**config.mk**
```make
export PLATFORM = sky130hd
export DESIGN_NAME = core_req_router_flat
export DESIGN_NICKNAME = d
export VERILOG_FILES = /design/src/core_kernel_pkg.sv /design/src/ctrlport_if.sv /design/src/core_req_router.sv /design/src/flat_wrapper.sv
export SDC_FILE = /design/constraint.sdc
export NUM_CORES = 1
export LEC_CHECK = 0
export BUFFER_PORTS_ARGS = -buffer_cell sky130_fd_sc_hd__buf_2
export CAP_MARGIN = 30
export CORE_ASPECT_RATIO = 1.4
export CORE_MARGIN = 10
export CORE_UTILIZATION = 25
export CTS_CLUSTER_DIAMETER = 100
export CTS_CLUSTER_SIZE = 8
export DETAILED_ROUTE_END_ITERATION = 8
export SYNTH_ARGS = -nofsm -noshare
export SYNTH_HDL_FRONTEND = slang
export SYNTH_SLANG_ARGS = --single-unit
```
**constraint.sdc**
```tcl
create_clock -name core_ctrl_clk -period 1.5 [get_ports core_ctrl_clk]
set_clock_uncertainty 0.2 [all_clocks]
set_input_delay 0.225 -clock core_ctrl_clk [delete_from_list [all_inputs] [get_ports core_ctrl_clk]]
set_output_delay 0.225 -clock core_ctrl_clk [all_outputs]
set_load 0.05 [all_outputs]
```
**src/edge_table.hex**
```
// Word 0 holds the edge count, one edge per following word
// Edge word {src blk [31:22], src port [21:16], dst blk [15:6], dst port [5:0]}
00000003
00400080
008100C0
00C00040

```
**src/core_kernel_pkg.sv**
```systemverilog
package core_kernel_pkg;

  // -------------------------------------------------------------------------
  // Vector types
  // -------------------------------------------------------------------------

  // Full control-port address, region nibble on top
  typedef logic [19:0] ctrl_addr_t;
  // One register word
  typedef logic [31:0] ctrl_data_t;
  // Byte offset inside one region
  typedef logic [15:0] reg_offset_t;
  // Slot number and register index inside the block region
  typedef logic [1:0]  slot_idx_t;
  typedef logic [3:0]  reg_idx_t;
  // Device identifier reported to software
  typedef logic [15:0] device_id_t;

  // -------------------------------------------------------------------------
  // Slot layout
  // -------------------------------------------------------------------------

  localparam logic [9:0] NUM_BLOCKS           = 10'd2;
  localparam logic [9:0] NUM_STREAM_ENDPOINTS = 10'd1;
  localparam logic [9:0] NUM_ENDPOINTS_CTRL   = 10'd1;
  localparam logic [9:0] NUM_TRANSPORTS       = 10'd1;
  // Core slot first, then stream endpoints, then processing blocks
  localparam int NUM_SLOTS     = 1 + NUM_STREAM_ENDPOINTS + NUM_BLOCKS;
  localparam int BLOCK_OFFSET  = 1 + NUM_STREAM_ENDPOINTS;
  localparam int REGS_PER_SLOT = 16;
  // 16 words of 32 bits per block
  localparam int BACKEND_WIDTH = 512;

  // Static connection table, header word plus one word per edge
  localparam logic [11:0] NUM_EDGES     = 12'd3;
  localparam int          EDGE_IDX_W    = $clog2(NUM_EDGES + 1);
  localparam              EDGE_TBL_FILE = "/design/src/edge_table.hex";

  // Identity of this core
  localparam logic [15:0] PROTOVER          = {8'd1, 8'd0};
  localparam logic [15:0] CORE_SIGNATURE    = 16'h12C6;
  localparam logic [15:0] DEVICE_TYPE       = 16'hA300;
  localparam logic        CHDR_XBAR_PRESENT = 1'b1;

  // Reset value of each config register, indexed by register number
  localparam ctrl_data_t CONFIG_DEFAULT [REGS_PER_SLOT] = '{
    32'h0000_0001, 32'h0000_0000, 32'h0000_0040, 32'h0000_0000,
    32'h0000_0000, 32'h0000_00FF, 32'h0000_0000, 32'h0000_0000,
    32'h8000_0000, 32'h0000_0000, 32'h0000_0000, 32'h0000_0000,
    32'h0000_0000, 32'h0000_0000, 32'h0000_0000, 32'hFFFF_FFFF
  };

  // -------------------------------------------------------------------------
  // Address map
  // -------------------------------------------------------------------------

  // Region nibble, address bits 19:16
  localparam logic [3:0] REGION_BLOCK = 4'd0;
  localparam logic [3:0] REGION_CONN  = 4'd1;

  // Global registers of slot 0
  localparam reg_idx_t REG_GLOBAL_PROTOVER          = 4'd0;
  localparam reg_idx_t REG_GLOBAL_PORT_CNT          = 4'd1;
  localparam reg_idx_t REG_GLOBAL_EDGE_CNT          = 4'd2;
  localparam reg_idx_t REG_GLOBAL_DEVICE_INFO       = 4'd3;
  localparam reg_idx_t REG_GLOBAL_ENDPOINT_CTRL_CNT = 4'd4;

endpackage

```
**src/ctrlport_if.sv**
```systemverilog
interface ctrlport_if import core_kernel_pkg::*; ();

  // Request, a single-cycle pulse on wr or rd
  logic        wr;
  logic        rd;
  reg_offset_t offset;
  ctrl_data_t  data;

  // Response, one ack pulse per request
  logic        ack;
  // Valid with ack, zero for writes
  ctrl_data_t  resp_data;

  modport requester (
    output wr,
    output rd,
    output offset,
    output data,
    input  ack,
    input  resp_data
  );

  modport responder (
    input  wr,
    input  rd,
    input  offset,
    input  data,
    output ack,
    output resp_data
  );

endinterface

```
**src/core_req_router.sv**
```systemverilog
module core_req_router import core_kernel_pkg::*; (
  input  logic          core_ctrl_clk,
  input  logic          core_ctrl_rst,
  // Control port from the requester
  input  logic          req_wr,
  input  logic          req_rd,
  input  ctrl_addr_t    req_addr,
  input  ctrl_data_t    req_data,
  output logic          resp_ack,
  output ctrl_data_t    resp_data,
  // Sub-channels to the two responders
  ctrlport_if.requester blk_bus,
  ctrlport_if.requester conn_bus
);

  // Region decode
  logic [3:0]  region;
  logic        hit_blk;
  logic        hit_conn;
  logic        hit_unm;
  logic        req_any;

  // Registered sub-strobes
  logic        blk_wr_q;
  logic        blk_rd_q;
  logic        conn_wr_q;
  logic        conn_rd_q;
  // Unmapped stage, stands in for a responder
  logic        unm_req_q;
  logic        unm_ack_q;

  // Offset and data shared by both channels
  reg_offset_t offset_q;
  ctrl_data_t  data_q;

  // -------------------------------------------------------------------------
  // Request side, edge T+1
  // -------------------------------------------------------------------------

  assign region   = req_addr[19:16];
  assign hit_blk  = (region == REGION_BLOCK);
  assign hit_conn = (region == REGION_CONN);
  // Everything above the two regions
  assign hit_unm  = !hit_blk && !hit_conn;
  assign req_any  = req_wr || req_rd;

  always_ff @(posedge core_ctrl_clk) begin
    if (core_ctrl_rst) begin
      blk_wr_q  <= 1'b0;
      blk_rd_q  <= 1'b0;
      conn_wr_q <= 1'b0;
      conn_rd_q <= 1'b0;
      unm_req_q <= 1'b0;
      unm_ack_q <= 1'b0;
    end else begin
      blk_wr_q  <= req_wr && hit_blk;
      blk_rd_q  <= req_rd && hit_blk;
      conn_wr_q <= req_wr && hit_conn;
      conn_rd_q <= req_rd && hit_conn;
      unm_req_q <= req_any && hit_unm;
      // One extra stage so unmapped requests keep the 3-cycle latency
      unm_ack_q <= unm_req_q;
    end
  end

  // Lower 16 address bits go out as the region offset
  always_ff @(posedge core_ctrl_clk) begin
    offset_q <= req_addr[15:0];
    data_q   <= req_data;
  end

  assign blk_bus.wr      = blk_wr_q;
  assign blk_bus.rd      = blk_rd_q;
  assign blk_bus.offset  = offset_q;
  assign blk_bus.data    = data_q;
  assign conn_bus.wr     = conn_wr_q;
  assign conn_bus.rd     = conn_rd_q;
  assign conn_bus.offset = offset_q;
  assign conn_bus.data   = data_q;

  // -------------------------------------------------------------------------
  // Response merge, edge T+3
  // -------------------------------------------------------------------------

  always_ff @(posedge core_ctrl_clk) begin
    if (core_ctrl_rst) begin
      resp_ack  <= 1'b0;
      resp_data <= '0;
    end else begin
      resp_ack <= blk_bus.ack || conn_bus.ack || unm_ack_q;
      // Unmapped and idle cycles give zero
      if (blk_bus.ack) begin
        resp_data <= blk_bus.resp_data;
      end else if (conn_bus.ack) begin
        resp_data <= conn_bus.resp_data;
      end else begin
        resp_data <= '0;
      end
    end
  end

  // Same latency on every path, so answers never collide
  a_one_ack_source: assert property (@(posedge core_ctrl_clk) disable iff (core_ctrl_rst)
    $onehot0({blk_bus.ack, conn_bus.ack, unm_ack_q}));

  // Requester never issues a read and a write together
  a_no_wr_and_rd: assert property (@(posedge core_ctrl_clk) disable iff (core_ctrl_rst)
    !(req_wr && req_rd));

endmodule

```
**src/flat_wrapper.sv**
```systemverilog
// flat-port wrapper written by rule: the top's interface ports become plain ports
module core_req_router_flat import core_kernel_pkg::*;
  (core_ctrl_clk, core_ctrl_rst, req_wr, req_rd, req_addr, req_data, resp_ack, resp_data, blk_bus_wr, blk_bus_rd, blk_bus_offset, blk_bus_data, blk_bus_ack, blk_bus_resp_data, conn_bus_wr, conn_bus_rd, conn_bus_offset, conn_bus_data, conn_bus_ack, conn_bus_resp_data);
  ctrlport_if blk_bus_i ();
  ctrlport_if conn_bus_i ();
  input  logic core_ctrl_clk;
  input  logic core_ctrl_rst;
  input  logic req_wr;
  input  logic req_rd;
  input  ctrl_addr_t req_addr;
  input  ctrl_data_t req_data;
  output logic resp_ack;
  output ctrl_data_t resp_data;
  output wire logic [$bits(blk_bus_i.wr)-1:0] blk_bus_wr;
  output wire logic [$bits(blk_bus_i.rd)-1:0] blk_bus_rd;
  output wire logic [$bits(blk_bus_i.offset)-1:0] blk_bus_offset;
  output wire logic [$bits(blk_bus_i.data)-1:0] blk_bus_data;
  input wire logic [$bits(blk_bus_i.ack)-1:0] blk_bus_ack;
  input wire logic [$bits(blk_bus_i.resp_data)-1:0] blk_bus_resp_data;
  output wire logic [$bits(conn_bus_i.wr)-1:0] conn_bus_wr;
  output wire logic [$bits(conn_bus_i.rd)-1:0] conn_bus_rd;
  output wire logic [$bits(conn_bus_i.offset)-1:0] conn_bus_offset;
  output wire logic [$bits(conn_bus_i.data)-1:0] conn_bus_data;
  input wire logic [$bits(conn_bus_i.ack)-1:0] conn_bus_ack;
  input wire logic [$bits(conn_bus_i.resp_data)-1:0] conn_bus_resp_data;
  assign blk_bus_wr = blk_bus_i.wr;
  assign blk_bus_rd = blk_bus_i.rd;
  assign blk_bus_offset = blk_bus_i.offset;
  assign blk_bus_data = blk_bus_i.data;
  assign blk_bus_i.ack = blk_bus_ack;
  assign blk_bus_i.resp_data = blk_bus_resp_data;
  assign conn_bus_wr = conn_bus_i.wr;
  assign conn_bus_rd = conn_bus_i.rd;
  assign conn_bus_offset = conn_bus_i.offset;
  assign conn_bus_data = conn_bus_i.data;
  assign conn_bus_i.ack = conn_bus_ack;
  assign conn_bus_i.resp_data = conn_bus_resp_data;
  core_req_router u_core (.core_ctrl_clk(core_ctrl_clk), .core_ctrl_rst(core_ctrl_rst), .req_wr(req_wr), .req_rd(req_rd), .req_addr(req_addr), .req_data(req_data), .resp_ack(resp_ack), .resp_data(resp_data), .blk_bus(blk_bus_i), .conn_bus(conn_bus_i));
endmodule
```
==> results of run 1 <==
[synthesized netlist by cell type, drive strengths merged]
master  instances
a21oi          32
or4b            2
clkbuf         10
nor3            5
dfxtp          87
nand2b          1
nand3b         32
nand2          32
nor2            4
buf            53
nor2b           1
[tightest hold or removal path: cells and delay by family]
| family | cells | cell delay, ns |
|---|---|---|
| and+or+nand+nor | 1 | 0.07 |
| buffers and inverters | 1 | 0.10 |
| AOI/OAI and AO/OA | 1 | 0.06 |
[registers in the layout, indices dropped and copies added (netlist names)]
signal,flops
u_core.blk_bus.wr,1
u_core.unm_ack_q,1
u_core.resp_data,32
u_core.unm_req_q,1
u_core.conn_bus.wr,1
u_core.blk_bus.rd,1
u_core.blk_bus.data,32
u_core.conn_bus.rd,1
u_core.resp_ack,1
u_core.blk_bus.offset,16
[cell families after synthesis]
| logic type | after synthesis | share of synthesized area |
|---|---|---|
| buffers and inverters | 63 | 0.155 |
| AO/OA/AOI/OAI | 32 | 0.0579 |
| AND/OR/NAND/NOR | 77 | 0.158 |
| flip-flops | 87 | 0.629 |
[cell type report]
class	instances	area, sq um	share of cell area
multi-input cells	109	602	0.114
well taps	141	176	0.0334
flip-flops and latches	87	1740	0.330
repair buffers	371	2460	0.465
clock buffers	10	229	0.0433
clock inverters	6	67.6	0.0128
diodes	4	10.0	0.00189
[cell usage in the layout, fill, tap and decap left out, drive strengths merged]
| cell type | synthesis | final |
|---|---|---|
| nor3 | 5 | 5 |
| bufinv | 0 | 1 |
| clkinvlp | 0 | 2 |
| nand3b | 32 | 32 |
| dlygate4sd3 | 0 | 113 |
| dfxtp | 87 | 87 |
| nand2 | 32 | 32 |
| clkbuf | 10 | 10 |
| nand2b | 1 | 1 |
| nor2b | 1 | 1 |
| clkinv | 0 | 1 |
| or4b | 2 | 2 |
| a21oi | 32 | 32 |
| diode | 0 | 4 |
| inv | 0 | 2 |
| nor2 | 4 | 4 |
| buf | 53 | 258 |
[through the flow]
stage | cells | setup WS [ns] | cell area [sq um] | utilization
3_5_place_dp | 595 | 0.157 | 3840 | 0.353
6_report | 728 | 0.0587 | 5280 | 0.486
3_3_place_gp | 595 | 0.204 | 3840 | 0.353
4_1_cts | 727 | 0.0103 | 5300 | 0.488
5_1_grt | 726 | 0.0356 | 5280 | 0.486
2_1_floorplan | 259 | 0.181 | 2770 | -
[power groups by stage]
stage	sequential (mW)	combinational, mW	clock, mW
after floorplan	2.96	0.462	0
after global placement	2.53	1.19	0
after detailed placement	2.53	1.19	0
after CTS	2.48	1.43	2.30
after global routing	2.49	1.51	2.37
final	2.48	1.43	2.21
[repair_timing]
item,in CTS,in global routing
gates resized for setup,0,1
endpoints found under the setup margin,0,8
endpoints found under the hold margin,85,6
hold buffers,116,4
[final timing paths]
check	startpoint	depth (start not counted)	slack (ns)	endpoint
max	req_wr	4	0.06	u_core.blk_bus.wr$_SDFF_PP0_
min reg2reg	u_core.unm_req_q$_SDFF_PP0_	1	0.24	u_core.unm_ack_q$_SDFF_PP0_
min	conn_bus_resp_data[29]	3	-0.03	u_core.resp_data[29]$_SDFF_PP0_
max reg2reg	u_core.unm_ack_q$_SDFF_PP0_	2	0.72	u_core.resp_ack$_SDFF_PP0_
[per-layer routing]
| metal | up-vias | GRT usage | wire, um |
|---|---|---|---|
| li1 | 1443 | - | - |
| met1 | 1347 | 0.129 | 3650 |
| met2 | 178 | 0.263 | 6210 |
| met3 | 20 | 0.0713 | 1600 |
| met4 | 0 | 0.0571 | 254 |
| met5 | - | 0 | 0 |
==> reports/results.ini, run 1 <==
[min_path]
hold_path_class=in -> reg

[routing]
ant_nets=0
drt-initial-drc-count=97
vias_per_cell=4.10
avgRoutedWirePerCell_um=16.1
wl_um=11700
dr.pass1.iters=5
via_count=2988
drc=0

[logic_synthesis]
synth.avg_cell_area_sq_um=10.7
yosysSeqAreaShare=0.629
ys_top_cells_by_area=dfxtp_1 63%, buf_4 13%, nand3b_1 8.7%
synth_top_cell_area_share=0.629
syn_area_sq_um=2770
synth_seq_cells=87
synth.largest_area_cell=dfxtp_1
synthesis.instances=259
syn-num-nets=381
ys_types=14
ys_warn_count=0

[critical_path]
cp_num_buf_inv=2
end_kind=flip-flop
start_kind=input port
cp_max_fo=2
critPathArrivalTime_ns=1.50
path_cells=dlygate4sd3_1 -> buf_2 -> or4b_1 -> nor3_2
slowest_delay_ns=0.55
cp.required_ns=1.56
path_delay_family=buffers and inverters
crit_type=in -> reg
slowest_stage=dlygate4sd3_1

[timing]
rsz0062_at_grt=no
worst_hold_slack_ns=-0.0322
finalHoldViolations=3
finalSetupTns_ns=0
period_share=0.961
worstMarginPinSlew_ns=0.289
fmax_ghz=0.694
setup_viol=0
slew_headroom=0.809
fin_crit_ns=1.44
slew_viol_final=0

[power]
p_seq_frac=0.405
p_int_mw=4.22
p_leak_nw=2.59
powerDensity_nw_per_um2=1160
power_mw=6.11
clkPwrFrac=0.361
p_sw_frac=0.309
p_comb_frac=0.234
switchingPower_mw=1.89
ir_worst_vdd_v=0.000478

[global_routing]
grt_pass1_wl_um=17400
antenna_found_initial=2
first_global_vias=3268
grt.total_usage=0.143
grt_max_degree=66
grt-ovfl-total=0

[floorplan]
placementRows=45
die_w_um=109
initial_core_util=0.255
die_area_sq_um=15700
ios=255
core_region_area_sq_um=10900
chipHeight_um=144

[cells_and_area]
fill_cells=967
final_nets=700
drive_above_1_share=0.472
synthToLayoutAreaGrowth_pct=90.9

[cts]
cts_tree=built
clock_latency_ns=0.33
clock-sinks=87
clockRootBuffer=clkbuf_16
cts_buffers=9
clkTransAtPathRegs_ns=0.06
clock_path_buffers=2
cts.htree.levels=3
postCtsSetupRepairBufs=0

[placement]
portBuffers=254
gp_congestion=0.849
hpwlAfterDp_um=8090

[status]
violations=negative hold slack
outcome=finished, violations left

[job]
max_cap_viol_count=0

(Power assumes the default switching activity.)
==> inputs of run 2 (changes only) <==
CORE_MARGIN = 2   (was 10)
RECOVER_POWER = 25   (was default)
==> run 2 against run 1 <==
  * Global-route usage increased by 1.2 points
  * Register-to-register slack about the same
  * Cell count increased by 0.55%
  * Largest power group unchanged
  * Setup slack got worse by 0.10 ns
  * The run ends with negative hold slack, negative setup slack left
  * Clock-buffer cell count decreased by 1
  * Flip-flop and latch count unchanged
  * Clock power decreased by 3%
  * Critical path type unchanged
  * First-iteration DRC count decreased by 42%
==> reports/results.ini, run 2 (synthesis gave the netlist of run 1 again) <==
[status]
outcome=finished, violations left  ; unchanged
violations=negative hold slack, negative setup slack  ; was negative hold slack

[power]
p_seq_frac=0.410  ; was 0.405
clkPwrFrac=0.354  ; was 0.361
p_int_mw=4.09  ; was 4.22 mW
powerDensity_nw_per_um2=1130  ; was 1160 nW/um^2
p_comb_frac=0.236  ; was 0.234
p_sw_frac=0.323  ; was 0.309
ir_worst_vdd_v=0.000458  ; was 0.000478 V
p_leak_nw=2.62  ; was 2.59 nW
power_mw=6.05  ; was 6.11 mW
switchingPower_mw=1.95  ; was 1.89 mW

[floorplan]
initial_core_util=0.256  ; was 0.255
ios=255  ; unchanged
die_area_sq_um=11900  ; was 15700 sq um
core_region_area_sq_um=10800  ; was 10900 sq um
chipHeight_um=128  ; was 144 um
die_w_um=92.9  ; was 109 um
placementRows=45  ; unchanged

[critical_path]
start_kind=input port  ; unchanged
slowest_delay_ns=0.56  ; was 0.55 ns
cp.required_ns=1.52  ; was 1.56 ns
crit_type=in -> reg  ; unchanged
crit_top_cell=dlygate4sd3_1
regToRegStartpoint=u_core.unm_ack_q$_SDFF_PP0_  ; unchanged
critPathArrivalTime_ns=1.56  ; was 1.50 ns
rrSetupSlack_ns=0.72  ; about the same
path_cells=dlygate4sd3_1 -> buf_2 -> nand2_1 -> a21oi_2 -> dlygate4sd3_1  ; was dlygate4sd3_1 -> buf_2 -> or4b_1 -> nor3_2
cp_max_fo=1  ; was 2
r2r_end=u_core.resp_ack$_SDFF_PP0_  ; unchanged
end_kind=flip-flop  ; unchanged
reg2regPathDepth=2  ; unchanged
slowest_stage=dlygate4sd3_1  ; unchanged

[cts]
clock-sinks=87  ; unchanged
cts_buffers=9  ; unchanged
clock_latency_ns=0.33  ; about the same
clockRootBuffer=clkbuf_16  ; unchanged
clock_path_buffers=2  ; unchanged
cts.htree.levels=3  ; unchanged
clkTransAtPathRegs_ns=0.07  ; was 0.06 ns
cts_tree=built  ; unchanged

[routing]
ant_nets=0  ; unchanged
drc=0  ; unchanged
via_count=3046  ; was 2988
vias_per_cell=4.16  ; was 4.10
dr.pass1.iters=4  ; was 5
avgRoutedWirePerCell_um=13.6  ; was 16.1 um
wl_um=9940  ; was 11700 um
drt-initial-drc-count=56  ; was 97

[timing]
finalHoldViolations=2  ; was 3
fmax_ghz=0.649  ; was 0.694 GHz
fin_crit_ns=1.54  ; was 1.44 ns
worst_hold_slack_ns=-0.0373  ; was -0.0322 ns
setup_viol=1  ; was 0
slew_viol_final=0  ; unchanged
setup_ws_ns=-0.0410  ; was 0.0587 ns
period_share=1.03  ; was 0.961
rsz0062_at_grt=yes  ; was no
slew_headroom=0.817  ; was 0.809
worstMarginPinSlew_ns=0.275  ; was 0.289 ns

[cells_and_area]
final_nets=703  ; was 700
layout_commonest_cell=buf_2  ; unchanged
drive_above_1_share=0.478  ; was 0.472
synthToLayoutAreaGrowth_pct=92.5  ; was 90.9%
design_area_sq_um=5330  ; was 5280 sq um
mostFrequentLayoutCells=252 x buf_2, 115 x dlygate4sd3_1, 87 x dfxtp_1  ; was 254 x buf_2, 113 x dlygate4sd3_1, 87 x dfxtp_1

[global_routing]
grt_max_degree=66  ; unchanged
grt_pass1_wl_um=14300  ; was 17400 um
met3_usage=0.0603  ; was 0.0713
gr-max-usage-layer=met2  ; unchanged
met2_usage=0.288  ; was 0.263
antenna_found_initial=5  ; was 2
grt.total_usage=0.156  ; was 0.143
grt-ovfl-total=0  ; unchanged
first_global_vias=3152  ; was 3268
use_met1=0.148  ; was 0.129

[placement]
portBuffers=254  ; unchanged
placed_area_sq_um=3840  ; unchanged
place_ws_ns=0.205  ; was 0.157 ns
hpwlAfterDp_um=6400  ; was 8090 um
gp_congestion=0.757  ; was 0.849

[min_path]
hold_path_class=in -> reg  ; unchanged
min_from=conn_bus_resp_data[28]  ; was conn_bus_resp_data[29]
hold_end=u_core.resp_data[28]$_SDFF_PP0_  ; was u_core.resp_data[29]$_SDFF_PP0_
hold_depth=3  ; unchanged

[job]
max_cap_viol_count=0  ; unchanged

==> run 2: changes by cell type in the layout (fill, tap and decap cells not counted), moves of 2 or more <==
cell           change
a21oi_1            -3
inv_8              +2
buf_2              -2
dlygate4sd3_1      +2
clkinvlp_4         -2
a21oi_2            +3
==> run 2: what timing repair did <==
action,4_1_cts,5_1_grt
endpoints found under the hold margin,85,8
gates resized for setup,0,7
hold buffers,118,8
setup endpoints to repair,0,14
setup buffers,0,0
==> run 2: power by group through the flow <==
stage          clock [mW]  combinational [mW]  sequential (mW)
3_5_place_dp            0                1.17             2.53
6_report             2.14                1.43             2.48
3_3_place_gp            0                1.17             2.53
4_1_cts              2.23                1.42             2.48
2_1_floorplan           0               0.462             2.96
5_1_grt              2.33                1.49             2.49
==> run 2: stage by stage <==
step,TNS (ns),std cells,util
after floorplan,0,259,-
after global routing,-0.0886,731,0.493
after detailed placement,0,595,0.355
after CTS,0,729,0.491
final,-0.0410,732,0.493
after global placement,0,595,0.355
==> run 2: final cells by class <==
| cell class | count | area (sq um) |
|---|---|---|
| multi-input combinational | 109 | 622 |
| clock inverter | 7 | 62.6 |
| fill | 974 | 5480 |
| tap | 141 | 176 |
| sequential | 87 | 1740 |
| timing repair buffer | 374 | 2490 |
| clock buffer | 9 | 225 |
| antenna | 5 | 12.5 |
==> run 2: layer usage <==
metal	vias up	share of wire
li1	1451	-
met1	1361	0.35
met2	202	0.51
met3	32	0.099
met4	0	0.035
met5	-	0
==> run 2: worst max-delay path, delay by kind of cell <==
| kind | cells | cell delay, ns |
|---|---|---|
| buf+inv | 3 | 1.22 |
| simple gates | 1 | 0.07 |
| compound gates | 1 | 0.05 |
==> run 2: how the worst max path moves through the flow <==
stage,startpoint,end,cells past startpoint
floorplan,u_core.blk_bus.data[0]$_DFF_P_,conn_bus_data[0],1
global placement,req_addr[19],u_core.blk_bus.rd$_SDFF_PP0_,3
detailed placement,req_addr[19],u_core.blk_bus.wr$_SDFF_PP0_,3
CTS,blk_bus_resp_data[12],u_core.resp_data[12]$_SDFF_PP0_,5
global route,blk_bus_resp_data[30],u_core.resp_data[30]$_SDFF_PP0_,5
finish,blk_bus_resp_data[30],u_core.resp_data[30]$_SDFF_PP0_,5
